**config.mk**
```make
export PLATFORM = sky130hd
export DESIGN_NAME = pi1_interconnect
export DESIGN_NICKNAME = d
export VERILOG_FILES = /design/src/hdl/pi1_pkg.sv /design/src/hdl/pi1_arbiter.sv /design/src/hdl/pi1_addr_decoder.sv /design/src/hdl/pi1_interconnect.sv
export SDC_FILE = /design/constraint.sdc
export NUM_CORES = 1
export LEC_CHECK = 0
export BUFFER_PORTS_ARGS = -buffer_cell sky130_fd_sc_hd__buf_2
export CORE_MARGIN = 5
export CORE_UTILIZATION = 40
export CTS_CLUSTER_SIZE = 24
export DETAILED_ROUTE_END_ITERATION = 12
export PLACE_DENSITY = 0.68
export SETUP_SLACK_MARGIN = 0.4
export SYNTH_ARGS = -nofsm -noshare
export SYNTH_HDL_FRONTEND = slang
export SYNTH_SLANG_ARGS = --single-unit
```
**constraint.sdc**
```tcl
create_clock -name clk_i -period 4.35 [get_ports clk_i]
set_clock_uncertainty 0.15 [all_clocks]
set_input_delay 0.6525 -clock clk_i [delete_from_list [all_inputs] [get_ports clk_i]]
set_output_delay 0.6525 -clock clk_i [all_outputs]
set_load 0.005 [all_outputs]
```
**src/hdl/pi1_pkg.sv**
```systemverilog
////////////////////
// PI1 bus package
////////////////////

package pi1_pkg;

	localparam int ARCH_BITS        = 32;
	localparam int ADDR_BITS        = 30;
	localparam int SEL_BITS         = 4;
	localparam int MASTER_COUNT     = 2;
	localparam int SLAVE_COUNT      = 2;
	localparam int MASTER_IDX_BITS  = 1;
	localparam int SLAVE_IDX_BITS   = 1;
	localparam int DEFAULT_SLAVE    = 0;
	localparam int FIRST_SLAVE_ADDR = 0;
	localparam int RAM0_WORDS       = 256;
	localparam int RAM1_WORDS       = 64;

	typedef enum logic [1:0] {
		PI_NOOP = 2'b00,
		PI_WROP = 2'b01,
		PI_RDOP = 2'b10,
		PI_RWOP = 2'b11
	} pi1_op_t;

	typedef logic [ADDR_BITS - 1:0]       pi1_addr_t;
	typedef logic [ARCH_BITS - 1:0]       pi1_data_t;
	typedef logic [SEL_BITS - 1:0]        pi1_sel_t;
	typedef logic [MASTER_IDX_BITS - 1:0] master_idx_t;
	typedef logic [SLAVE_IDX_BITS - 1:0]  slave_idx_t;

	typedef enum logic [1:0] {
		MAP_BUILD,
		MAP_LOOKUP,
		MAP_READY
	} map_state_t;

	// Words claimed by each slave, in map order from FIRST_SLAVE_ADDR.
	localparam pi1_addr_t SLAVE_MAP_SIZE [SLAVE_COUNT] = '{
		pi1_addr_t'(RAM0_WORDS),
		pi1_addr_t'(RAM1_WORDS)
	};

endpackage

```
**src/hdl/pi1_arbiter.sv**
```systemverilog
////////////////////
// Master arbiter
////////////////////

module pi1_arbiter import pi1_pkg::*; (
	input  logic        clk_i,
	input  logic        rst_i,
	input  pi1_op_t     m_op_i [MASTER_COUNT],
	input  logic        grant_rdy_i,
	output master_idx_t grant_o
);

	master_idx_t grant_q;
	master_idx_t hi_q;      // Wrap point of the current round.
	master_idx_t hi_next_q;
	master_idx_t scan_q;

	// Walk down from the top master to find the highest one with a request.
	always_ff @(posedge clk_i) begin
		if (rst_i) begin
			scan_q    <= master_idx_t'(MASTER_COUNT - 1);
			hi_next_q <= master_idx_t'(MASTER_COUNT - 1);
		end else if (scan_q == '0 || m_op_i[scan_q] != PI_NOOP) begin
			if (m_op_i[scan_q] != PI_NOOP)
				hi_next_q <= scan_q;
			scan_q <= master_idx_t'(MASTER_COUNT - 1);
		end else begin
			scan_q <= scan_q - 1'b1;
		end
	end

	always_ff @(posedge clk_i) begin
		if (rst_i) begin
			grant_q <= '0;
			hi_q    <= master_idx_t'(MASTER_COUNT - 1);
		end else if (grant_rdy_i && m_op_i[grant_q] == PI_NOOP) begin
			if (grant_q < hi_q) begin
				grant_q <= grant_q + 1'b1;
			end else begin
				grant_q <= '0;
				hi_q    <= hi_next_q; // Idle top masters drop out of the next round.
			end
		end
	end

	assign grant_o = grant_q;

endmodule

```
**src/hdl/pi1_addr_decoder.sv**
```systemverilog
////////////////////
// Address decoder
////////////////////

module pi1_addr_decoder import pi1_pkg::*; (
	input  logic       clk_i,
	input  logic       rst_i,
	input  pi1_op_t    op_i,
	input  pi1_addr_t  addr_i,
	output slave_idx_t slave_o,
	output pi1_addr_t  slave_addr_o,
	output logic       hit_o
);

	map_state_t state_q;
	slave_idx_t slave_q;
	pi1_addr_t  base_q;                  // First word of slave_q, or the folded address.
	logic       fold_q;
	pi1_addr_t  last_addr [SLAVE_COUNT];
	logic       in_range;
	logic       miss;

	assign in_range = fold_q ? (addr_i == base_q)
		: (addr_i >= base_q && addr_i <= last_addr[slave_q]);
	assign miss = (op_i != PI_NOOP) && !in_range;

	assign hit_o   = (state_q == MAP_READY) && !miss;
	assign slave_o = slave_q;
	assign slave_addr_o = fold_q ? pi1_addr_t'(addr_i % pi1_addr_t'(RAM0_WORDS))
		: addr_i - base_q;

	always_ff @(posedge clk_i) begin
		if (state_q == MAP_BUILD)
			last_addr[slave_q] <= base_q + SLAVE_MAP_SIZE[slave_q] - 1'b1;
	end

	always_ff @(posedge clk_i) begin
		if (rst_i) begin
			state_q <= MAP_BUILD;
			slave_q <= '0;
			base_q  <= pi1_addr_t'(FIRST_SLAVE_ADDR);
			fold_q  <= 1'b0;
		end else begin
			case (state_q)
				MAP_BUILD: begin
					if (slave_q != slave_idx_t'(SLAVE_COUNT - 1)) begin
						base_q  <= base_q + SLAVE_MAP_SIZE[slave_q];
						slave_q <= slave_q + 1'b1;
					end else begin
						base_q  <= pi1_addr_t'(FIRST_SLAVE_ADDR);
						slave_q <= '0;
						state_q <= MAP_LOOKUP;
					end
				end
				MAP_LOOKUP: begin
					if (!miss) begin
						state_q <= MAP_READY;
					end else if (slave_q != slave_idx_t'(SLAVE_COUNT - 1)) begin
						base_q  <= last_addr[slave_q] + 1'b1;
						slave_q <= slave_q + 1'b1;
					end else begin
						// Nothing claims the address, so the default slave takes it.
						base_q  <= addr_i;
						slave_q <= slave_idx_t'(DEFAULT_SLAVE);
						fold_q  <= 1'b1;
						state_q <= MAP_READY;
					end
				end
				default: begin
					if (miss) begin
						base_q  <= pi1_addr_t'(FIRST_SLAVE_ADDR);
						slave_q <= '0;
						fold_q  <= 1'b0;
						state_q <= MAP_LOOKUP;
					end
				end
			endcase
		end
	end

endmodule

```
**src/hdl/pi1_interconnect.sv**
```systemverilog
////////////////////
// PI1 interconnect
////////////////////

module pi1_interconnect import pi1_pkg::*; (
	input  logic      clk_i,
	input  logic      rst_i,
	input  pi1_op_t   m_op_i   [MASTER_COUNT],
	input  pi1_addr_t m_addr_i [MASTER_COUNT],
	input  pi1_data_t m_data_i [MASTER_COUNT],
	input  pi1_sel_t  m_sel_i  [MASTER_COUNT],
	output pi1_data_t m_data_o [MASTER_COUNT],
	output logic      m_rdy_o  [MASTER_COUNT],
	output pi1_op_t   s_op_o   [SLAVE_COUNT],
	output pi1_addr_t s_addr_o [SLAVE_COUNT],
	output pi1_data_t s_data_o [SLAVE_COUNT],
	output pi1_sel_t  s_sel_o  [SLAVE_COUNT],
	input  pi1_data_t s_data_i [SLAVE_COUNT],
	input  logic      s_rdy_i  [SLAVE_COUNT]
);

	master_idx_t grant;
	slave_idx_t  slave_sel;
	pi1_addr_t   slave_addr;
	logic        hit;
	logic        grant_rdy;
	logic        pend_q;       // A read is waiting for its slave.
	slave_idx_t  pend_slave_q;
	pi1_data_t   rdata_q;
	logic        pend_done;
	logic        read_acc;

	pi1_arbiter u_arbiter (
		.clk_i       (clk_i),
		.rst_i       (rst_i),
		.m_op_i      (m_op_i),
		.grant_rdy_i (grant_rdy),
		.grant_o     (grant)
	);

	pi1_addr_decoder u_decoder (
		.clk_i        (clk_i),
		.rst_i        (rst_i),
		.op_i         (m_op_i[grant]),
		.addr_i       (m_addr_i[grant]),
		.slave_o      (slave_sel),
		.slave_addr_o (slave_addr),
		.hit_o        (hit)
	);

	assign pend_done = pend_q && s_rdy_i[pend_slave_q];
	assign grant_rdy = (pend_done || !pend_q) && hit && s_rdy_i[slave_sel];
	assign read_acc  = grant_rdy && (m_op_i[grant] == PI_RDOP || m_op_i[grant] == PI_RWOP);

	always_ff @(posedge clk_i) begin
		if (rst_i) begin
			pend_q       <= 1'b0;
			pend_slave_q <= '0;
		end else if (pend_done) begin
			rdata_q <= s_data_i[pend_slave_q];
			if (read_acc)
				pend_slave_q <= slave_sel; // Back-to-back read keeps the flag set.
			else
				pend_q <= 1'b0;
		end else if (read_acc) begin
			pend_slave_q <= slave_sel;
			pend_q       <= 1'b1;
		end
	end

	always_comb begin
		for (int i = 0; i < MASTER_COUNT; i++) begin
			m_rdy_o[i]  = (grant == master_idx_t'(i)) && grant_rdy;
			m_data_o[i] = pend_done ? s_data_i[pend_slave_q] : rdata_q;
		end
		for (int i = 0; i < SLAVE_COUNT; i++) begin
			s_op_o[i]   = (slave_sel == slave_idx_t'(i) && grant_rdy) ? m_op_i[grant] : PI_NOOP;
			s_addr_o[i] = slave_addr;
			s_data_o[i] = m_data_i[grant];
			s_sel_o[i]  = m_sel_i[grant];
		end
	end

endmodule

```
==> results.toml, run 1 <==
[run_status]
status = "finished with violations"
violations = "setup timing"

[die]
fp-row-count = 62
die_y_um = 181
fp.coreArea_um2 = 28800
die_w_um = 181
dieArea_um2 = 32800
start_util = 0.407
io_pins = 406

[timing]
setup_tns_ps = -1880
slew_violations = 0
rsz0062_at_grt = "true"
fin_ws_ps = -203
fin_crit_ps = 4550
relSlewSlack = 0.373
period_share = 1.05
setup_violations = 18
fmax_mhz = 220
hold_viol_final = 0
worstMarginPinSlew_ps = 937

[finish]
num-nets-final = 1958
fill_cells = 2586
multi_input_area_um2 = 7620
seqCellArea_um2 = 3590
area_growth_pct = 33.1
fin_area_um2 = 15600
drive_above_1_share = 0.434

[clocking]
clock_latency_ps = 440
cts_tree = "built"
cts-buffers-inserted = 17
cts_buffer_depth = 2
clkTransAtPathRegs_ps = 70
clock-sinks = 133
h-tree-depth = 4
root_buffer = "clkbuf_16"

[routing]
dr_wl_met3_mm = 3.50
wl_mm = 44.4
ant_nets = 0
wl_met2_mm = 22.1
firstDrtPassIters = 6
route.detailed.drc = 0
vias = 11700
wl_met1_mm = 16.3
wl_per_cell_um = 21.3
drt_iter0_markers = 891
viasPerCell = 5.60
maxUsedRoutingLayer = "met5"

[setup_path]
worstPathArrival_ps = 3750
cp-end-kind = "primary output"
reg2reg_depth = 15
rr_startpoint = "u_arbiter.grant_o$_SDFFE_PP0P_"
critPathMaxFanout = 8
criticalPathCategory = "reg -> out"
rrSetupSlack_ps = 460
crit_path_start_kind = "flop"
cp.required_ps = 3550
timing.rr.end = "u_decoder.base_q[1]$_SDFFE_PP0P_"

[power]
total_power_mw = 10.3
leakage_nw = 6.44
powerDensity_nw_per_um2 = 660
peakVddDrop_mv = 0.324

[global_routing]
grt_max_degree = 43
track_usage = 0.257
grt_overflow = 0
antenna_found_initial = 3
grt_pass1_wl_mm = 66.2
grt_pass1_vias = 11600

[placed_design]
io_buffers = 405
gp_congestion = 0.949
post_dp_cell_area_um2 = 13900
hpwlAfterDp_mm = 35.2

[yosys]
synth_fp_nets = 1576
synth_cell_type_count = 84
synth_common_cells = "100 x nand2_1, 99 x buf_4, 92 x edfxtp_1, 90 x o21ai_0, 87 x nor2_1"
ys_warn_count = 0
ys_async_sr_fraction = 0
synth_area_um2 = 11700
yosysMostFrequentCell = "nand2_1"
synth_edf_count = 92
synth_cells = 1305
synth.top_cell.area_share = 0.236
synth-main-ff-cell = "edfxtp_1"
netlist_top_cells_area = "edfxtp_1 24%, ha_1 7.0%, dfxtp_1 7.0%"
synth_seq_cells = 133
ys_seq_area_frac = 0.306
synth_area_per_cell_um2 = 8.98
yosys.area.top_type = "edfxtp_1"

[flow_run]
drv_cap = 0

[worst_hold_path]
hold_path_class = "reg -> reg"
min_to = "u_arbiter.scan_q$_SDFF_PP1_"
hold_depth = 1
min-delay-start = "u_arbiter.scan_q$_SDFF_PP1_"
==> cells in the final DEF (no fill, tap or decap), drive strengths merged, types with 7 or more instances in the layout <==
master  instances
mux2i          67
nor2           88
mux2           72
a211oi         17
a21o           13
xnor2          65
a31oi          13
edfxtp         92
clkbuf         17
inv            58
and2            7
o21ai          91
xor2           30
ha             66
a221oi          9
nand2         101
a21oi          57
dfxtp          41
nand2b         13
nor3           35
nand4          42
nor4            8
buf           522
nand3          50
==> where the power goes <==
part / total, mW / switching (mW) / leakage (nW) / internal, mW
sequential: 2.35 / 0.310 / 1.21 / 2.04
clock: 1.45 / 0.638 / 0.284 / 0.815
combinational: 6.48 / 3.77 / 4.94 / 2.71
==> registers in the layout, summed over array words and instances, names as in the netlist, named ones only <==
name	count
u_arbiter.grant_o	1
u_arbiter.scan_q	1
u_decoder.base_q	30
u_decoder.fold_q	1
pend_q	1
u_arbiter.hi_next_q	1
u_arbiter.hi_q	1
rdata_q	32
pend_slave_q	1
u_decoder.slave_o	1
u_decoder.last_addr	60
u_decoder.state_q	2
==> worst max path at each step <==
stage / endpoint / start / depth (start not counted) / slack [ps]
3_3_place_gp: s_addr_o[28] / m_addr_i[0] / 15 / 100
4_1_cts: s_addr_o[58] / u_arbiter.grant_o$_SDFFE_PP0P_ / 15 / -200
3_5_place_dp: s_addr_o[58] / m_addr_i[0] / 15 / 80
2_1_floorplan: s_addr_o[58] / u_arbiter.grant_o$_SDFFE_PP0P_ / 16 / 310
5_1_grt: s_addr_o[58] / u_arbiter.grant_o$_SDFFE_PP0P_ / 15 / -340
6_report: s_op_o[1] / u_arbiter.grant_o$_SDFFE_PP0P_ / 13 / -200
==> critical path: stages, from the launching register on <==
cell and delay [ps]:
dfxtp_4 400, buf_4 130, buf_12 150, mux2_4 370, ha_4 290, and4_4 250, nand3_4 80, or4_4 500
a21oi_4 150, a21oi_4 90, buf_4 150, or4_4 550, nor2_1 100, buf_2 120
==> per-layer routing <==
layer  GRT usage  vias up
li1            -     5482
met1       0.285     5442
met2       0.463      634
met3      0.0537      122
met4       0.131        4
met5           0        -
==> area by class of cell <==
class	count	share of cell area
Antenna cell	1	0.000161
Sequential cell	133	0.230
Inverter	49	0.0118
Multi-Input combinational cell	963	0.489
Clock inverter	15	0.0103
Timing Repair Buffer	523	0.200
Clock buffer	17	0.0273
Tap cell	384	0.0308
==> logic make-up (layout without fill, tap and decap cells) <==
logic type,Yosys count,count (layout),synth area share
simple gates,390,390,0.168
fa+ha+maj,67,67,0.0722
mux,139,139,0.126
buf+inv,209,604,0.102
xor+xnor,95,95,0.0710
compound gates,272,272,0.154
flops,133,133,0.306
other cells,0,1,0
==> repair_timing <==
item / 4_1_cts / 5_1_grt
pin swaps: 30 / 36
buffers inserted: 22 / 17
gates resized for setup: 82 / 59
hold buffers: 0 / 0
gates cloned: 3 / 0
endpoints found under the setup margin: 60 / 90
endpoints found under the hold margin: 0 / 0
==> per-stage QoR <==
step | utilization | std cells | hold WS (ps) | setup slack, ps
6_report | 0.542 | 2085 | 265 | -203
2_1_floorplan | - | 1305 | 226 | 312
4_1_cts | 0.528 | 2067 | 260 | -198
5_1_grt | 0.542 | 2085 | 283 | -342
3_5_place_dp | 0.483 | 2010 | 245 | 77.9
3_3_place_gp | 0.483 | 2010 | 235 | 95.7
No activity file was read; power rests on OpenSTA's default activity.
==> run 2: changes to the inputs <==
CORE_MARGIN = 8   (was 5)
SYNTH_HIERARCHICAL = 1   (was unset)
TNS_END_PERCENT = 5   (was unset)
==> run 2 against run 1 <==
  * The flow still finishes with violations (setup timing)
  * Critical endpoint is now s_op_o[3]
  * Non-clock buffer count up 75
  * Largest power group unchanged
  * Area after synthesis fell by 1.6%
  * Critical path depth rose by 5
==> results.toml, run 2 <==
[finish]
largest_reg_flops = 60
n_antenna_cell = 0
reg_top3 = "u_decoder/last_addr: 60 flops, rdata_q: 32 flops, u_decoder/base_q: 30 flops"
layout_commonest_cell = "buf_2"
fill_cells = 2528
utilization = 0.560
layout_common_cells = "401 x buf_2, 182 x buf_4, 106 x nand2_1, 92 x edfxtp_1, 68 x nor2_1"
drive_above_1_share = 0.480
area_growth_pct = 38.7
largest_register = "u_decoder/last_addr"
num-nets-final = 1984

[setup_path]
rr_startpoint = "u_arbiter/grant_o$_SDFFE_PP0P_"
reg2reg_depth = 24
cp_num_cells = 18
path_cells = "buf_12, buf_16, mux2_4, ha_4, buf_4, a21oi_1, o21ai_1, nand2_1, o211ai_1, nor3_2, or2_4, nand2_2, nor3b_4, o21a_1, nand3_2, nor2_2, buf_6, buf_2"
criticalPathCategory = "reg -> out"
critPathMaxStageDelay_ps = 440
critPathCapture = "s_op_o[3]"
cp_slowest_cell = "dfxtp_4"
worstPathArrival_ps = 3980
startpoint = "u_arbiter/grant_o$_SDFFE_PP0P_"
rrSetupSlack_ps = -400
critPathMaxFanout = 7
cp-end-kind = "primary output"
crit_buf_inv = 5
crit_path_start_kind = "flop"
cp.required_ps = 3550
timing.rr.end = "u_decoder/slave_o$_SDFFE_PP0P_"
crit_family = "simple AND/OR/NAND/NOR gates"

[routing]
wl_met2_mm = 21.9
dr_wl_met3_mm = 3.73
vias = 11500
wl_met1_mm = 17.7
maxUsedRoutingLayer = "met4"
drt_iter0_markers = 946
wl_per_cell_um = 21.2
wl_mm = 44.6
route.detailed.drc = 0
firstDrtPassIters = 7
ant_nets = 0
viasPerCell = 5.45

[clocking]
cts_buffer_depth = 2
root_buffer = "clkbuf_16"
cts_tree = "built"
clock_latency_ps = 430
clock-sinks = 133
clkTransAtPathRegs_ps = 70
h-tree-depth = 4
cts-buffers-inserted = 17
holdBufCountCts = 0

[global_routing]
grt_max_degree = 65
grt_pass1_vias = 11100
track_usage = 0.244
antenna_found_initial = 0
grt_overflow = 0
grt_pass1_wl_mm = 64.7

[yosys]
synth_edf_count = 92
synth_fp_nets = 1515
synth_area_per_cell_um2 = 9.27
ys_async_sr_fraction = 0
synth_area_um2 = 11500
synth_cell_type_count = 81
synth_seq_cells = 133
synth_common_cells = "107 x nand2_1, 104 x buf_4, 92 x edfxtp_1, 80 x nor2_1, 74 x mux2_2"
synth-main-ff-cell = "edfxtp_1"
netlist_top_cells_area = "edfxtp_1 24%, mux2_2 7.2%, ha_1 7.2%"
yosysMostFrequentCell = "nand2_1"
ys_warn_count = 6
synth_cells = 1244
ys_seq_area_frac = 0.311
yosys.area.top_type = "edfxtp_1"
synth.top_cell.area_share = 0.240

[timing]
fin_crit_ps = 4780
worstMarginPinSlew_ps = 921
setup_tns_ps = -16230
hold_viol_final = 0
hold_ws_ps = 281
setup_violations = 68
relSlewSlack = 0.385
fin_ws_ps = -433
period_share = 1.10
slew_violations = 0
rsz0062_at_grt = "true"
fmax_mhz = 209

[die]
dieArea_um2 = 34500
start_util = 0.404
io_pins = 406
die_w_um = 186
fp.coreArea_um2 = 28500
die_y_um = 186
fp-row-count = 62

[power]
leakage_nw = 6.77
peakVddDrop_mv = 0.423
powerDensity_nw_per_um2 = 630
total_power_mw = 10.1

[placed_design]
gp_congestion = 0.937
io_buffers = 405
hpwlAfterDp_mm = 35.5
dp_slack_ps = -178

[run_status]
status = "finished with violations"
violations = "setup timing"

[worst_hold_path]
hold_depth = 1
hold_path_class = "reg -> reg"

[flow_run]
drv_cap = 0
==> run 2: cell count changes after synthesis, moves of 11 or more <==
cell | before | now
o21ai_0 | 90 | 42
o21ai_1 | 0 | 33
nand4_1 | 41 | 19
clkbuf_1 | 42 | 21
nand3_1 | 49 | 33
o2bb2ai_1 | 6 | 22
a21oi_1 | 56 | 44
a21o_1 | 13 | 24
==> run 2: cells by family after synthesis <==
family / synth area share
AOI/OAI and AO/OA: 0.155
adders and majority gates: 0.0734
DFF: 0.311
and+or+nand+nor: 0.153
buffers and inverters: 0.105
xor gates and xnor gates: 0.0691
muxes: 0.134
==> run 2: cell type report <==
cell class | count | area, um^2 | area share
multi-input cells | 912 | 7530 | 0.471
flip-flops and latches | 133 | 3590 | 0.225
repair buffers | 598 | 3580 | 0.224
well taps | 384 | 480 | 0.0300
clock buffers | 17 | 425 | 0.0266
inverters | 51 | 194 | 0.0121
clock inverters | 15 | 184 | 0.0115
==> run 2: worst register-to-register path, stage by stage (launching register included) <==
cell	delay [ps]
dfxtp_4	440
buf_4	160
buf_12	140
mux2_4	370
ha_4	300
nand4_1	120
buf_4	180
buf_4	130
o211ai_1	420
o21ai_2	140
buf_4	150
buf_4	120
buf_4	120
buf_4	120
buf_4	120
buf_4	120
buf_4	120
buf_4	120
buf_4	120
buf_4	130
buf_4	150
o21ai_4	160
nor2_2	80
buf_6	170
mux2_2	280
==> run 2: stage by stage <==
stage               instance area, um^2  std cells
global placement                  14400       2050
global route                      16000       2110
finish                            16000       2110
detailed placement                14400       2050
floorplan                         11700       1244
CTS                               15700       2106
==> run 2: worst min-delay path by stage <==
stage	from	slack, ps	to
final	u_arbiter/scan_q$_SDFF_PP1_	280	u_arbiter/scan_q$_SDFF_PP1_
after global routing	u_arbiter/scan_q$_SDFF_PP1_	320	u_arbiter/scan_q$_SDFF_PP1_
after CTS	u_arbiter/scan_q$_SDFF_PP1_	280	u_arbiter/scan_q$_SDFF_PP1_
after detailed placement	u_arbiter/scan_q$_SDFF_PP1_	270	u_arbiter/scan_q$_SDFF_PP1_
after global placement	u_arbiter/scan_q$_SDFF_PP1_	260	u_arbiter/scan_q$_SDFF_PP1_
after floorplan	u_arbiter/scan_q$_SDFF_PP1_	250	u_arbiter/scan_q$_SDFF_PP1_
==> run 2: timing repair <==
action                                  4_1_cts  5_1_grt
endpoints found under the setup margin       58       92
gates resized for setup                      88       61
pin swaps                                    31       29
setup buffers                                22        4
cloned                                        2        0
==> run 2: power breakdown <==
part           internal (mW)  switching, mW
clock network          0.874          0.651
logic                   2.84           3.45
registers               2.02          0.244
==> run 2: per-layer routing <==
metal / up-vias / track usage
li1: 5411 / -
met1: 5485 / 0.306
met2: 531 / 0.423
met3: 72 / 0.0349
met4: 0 / 0.0826
met5: - / 0
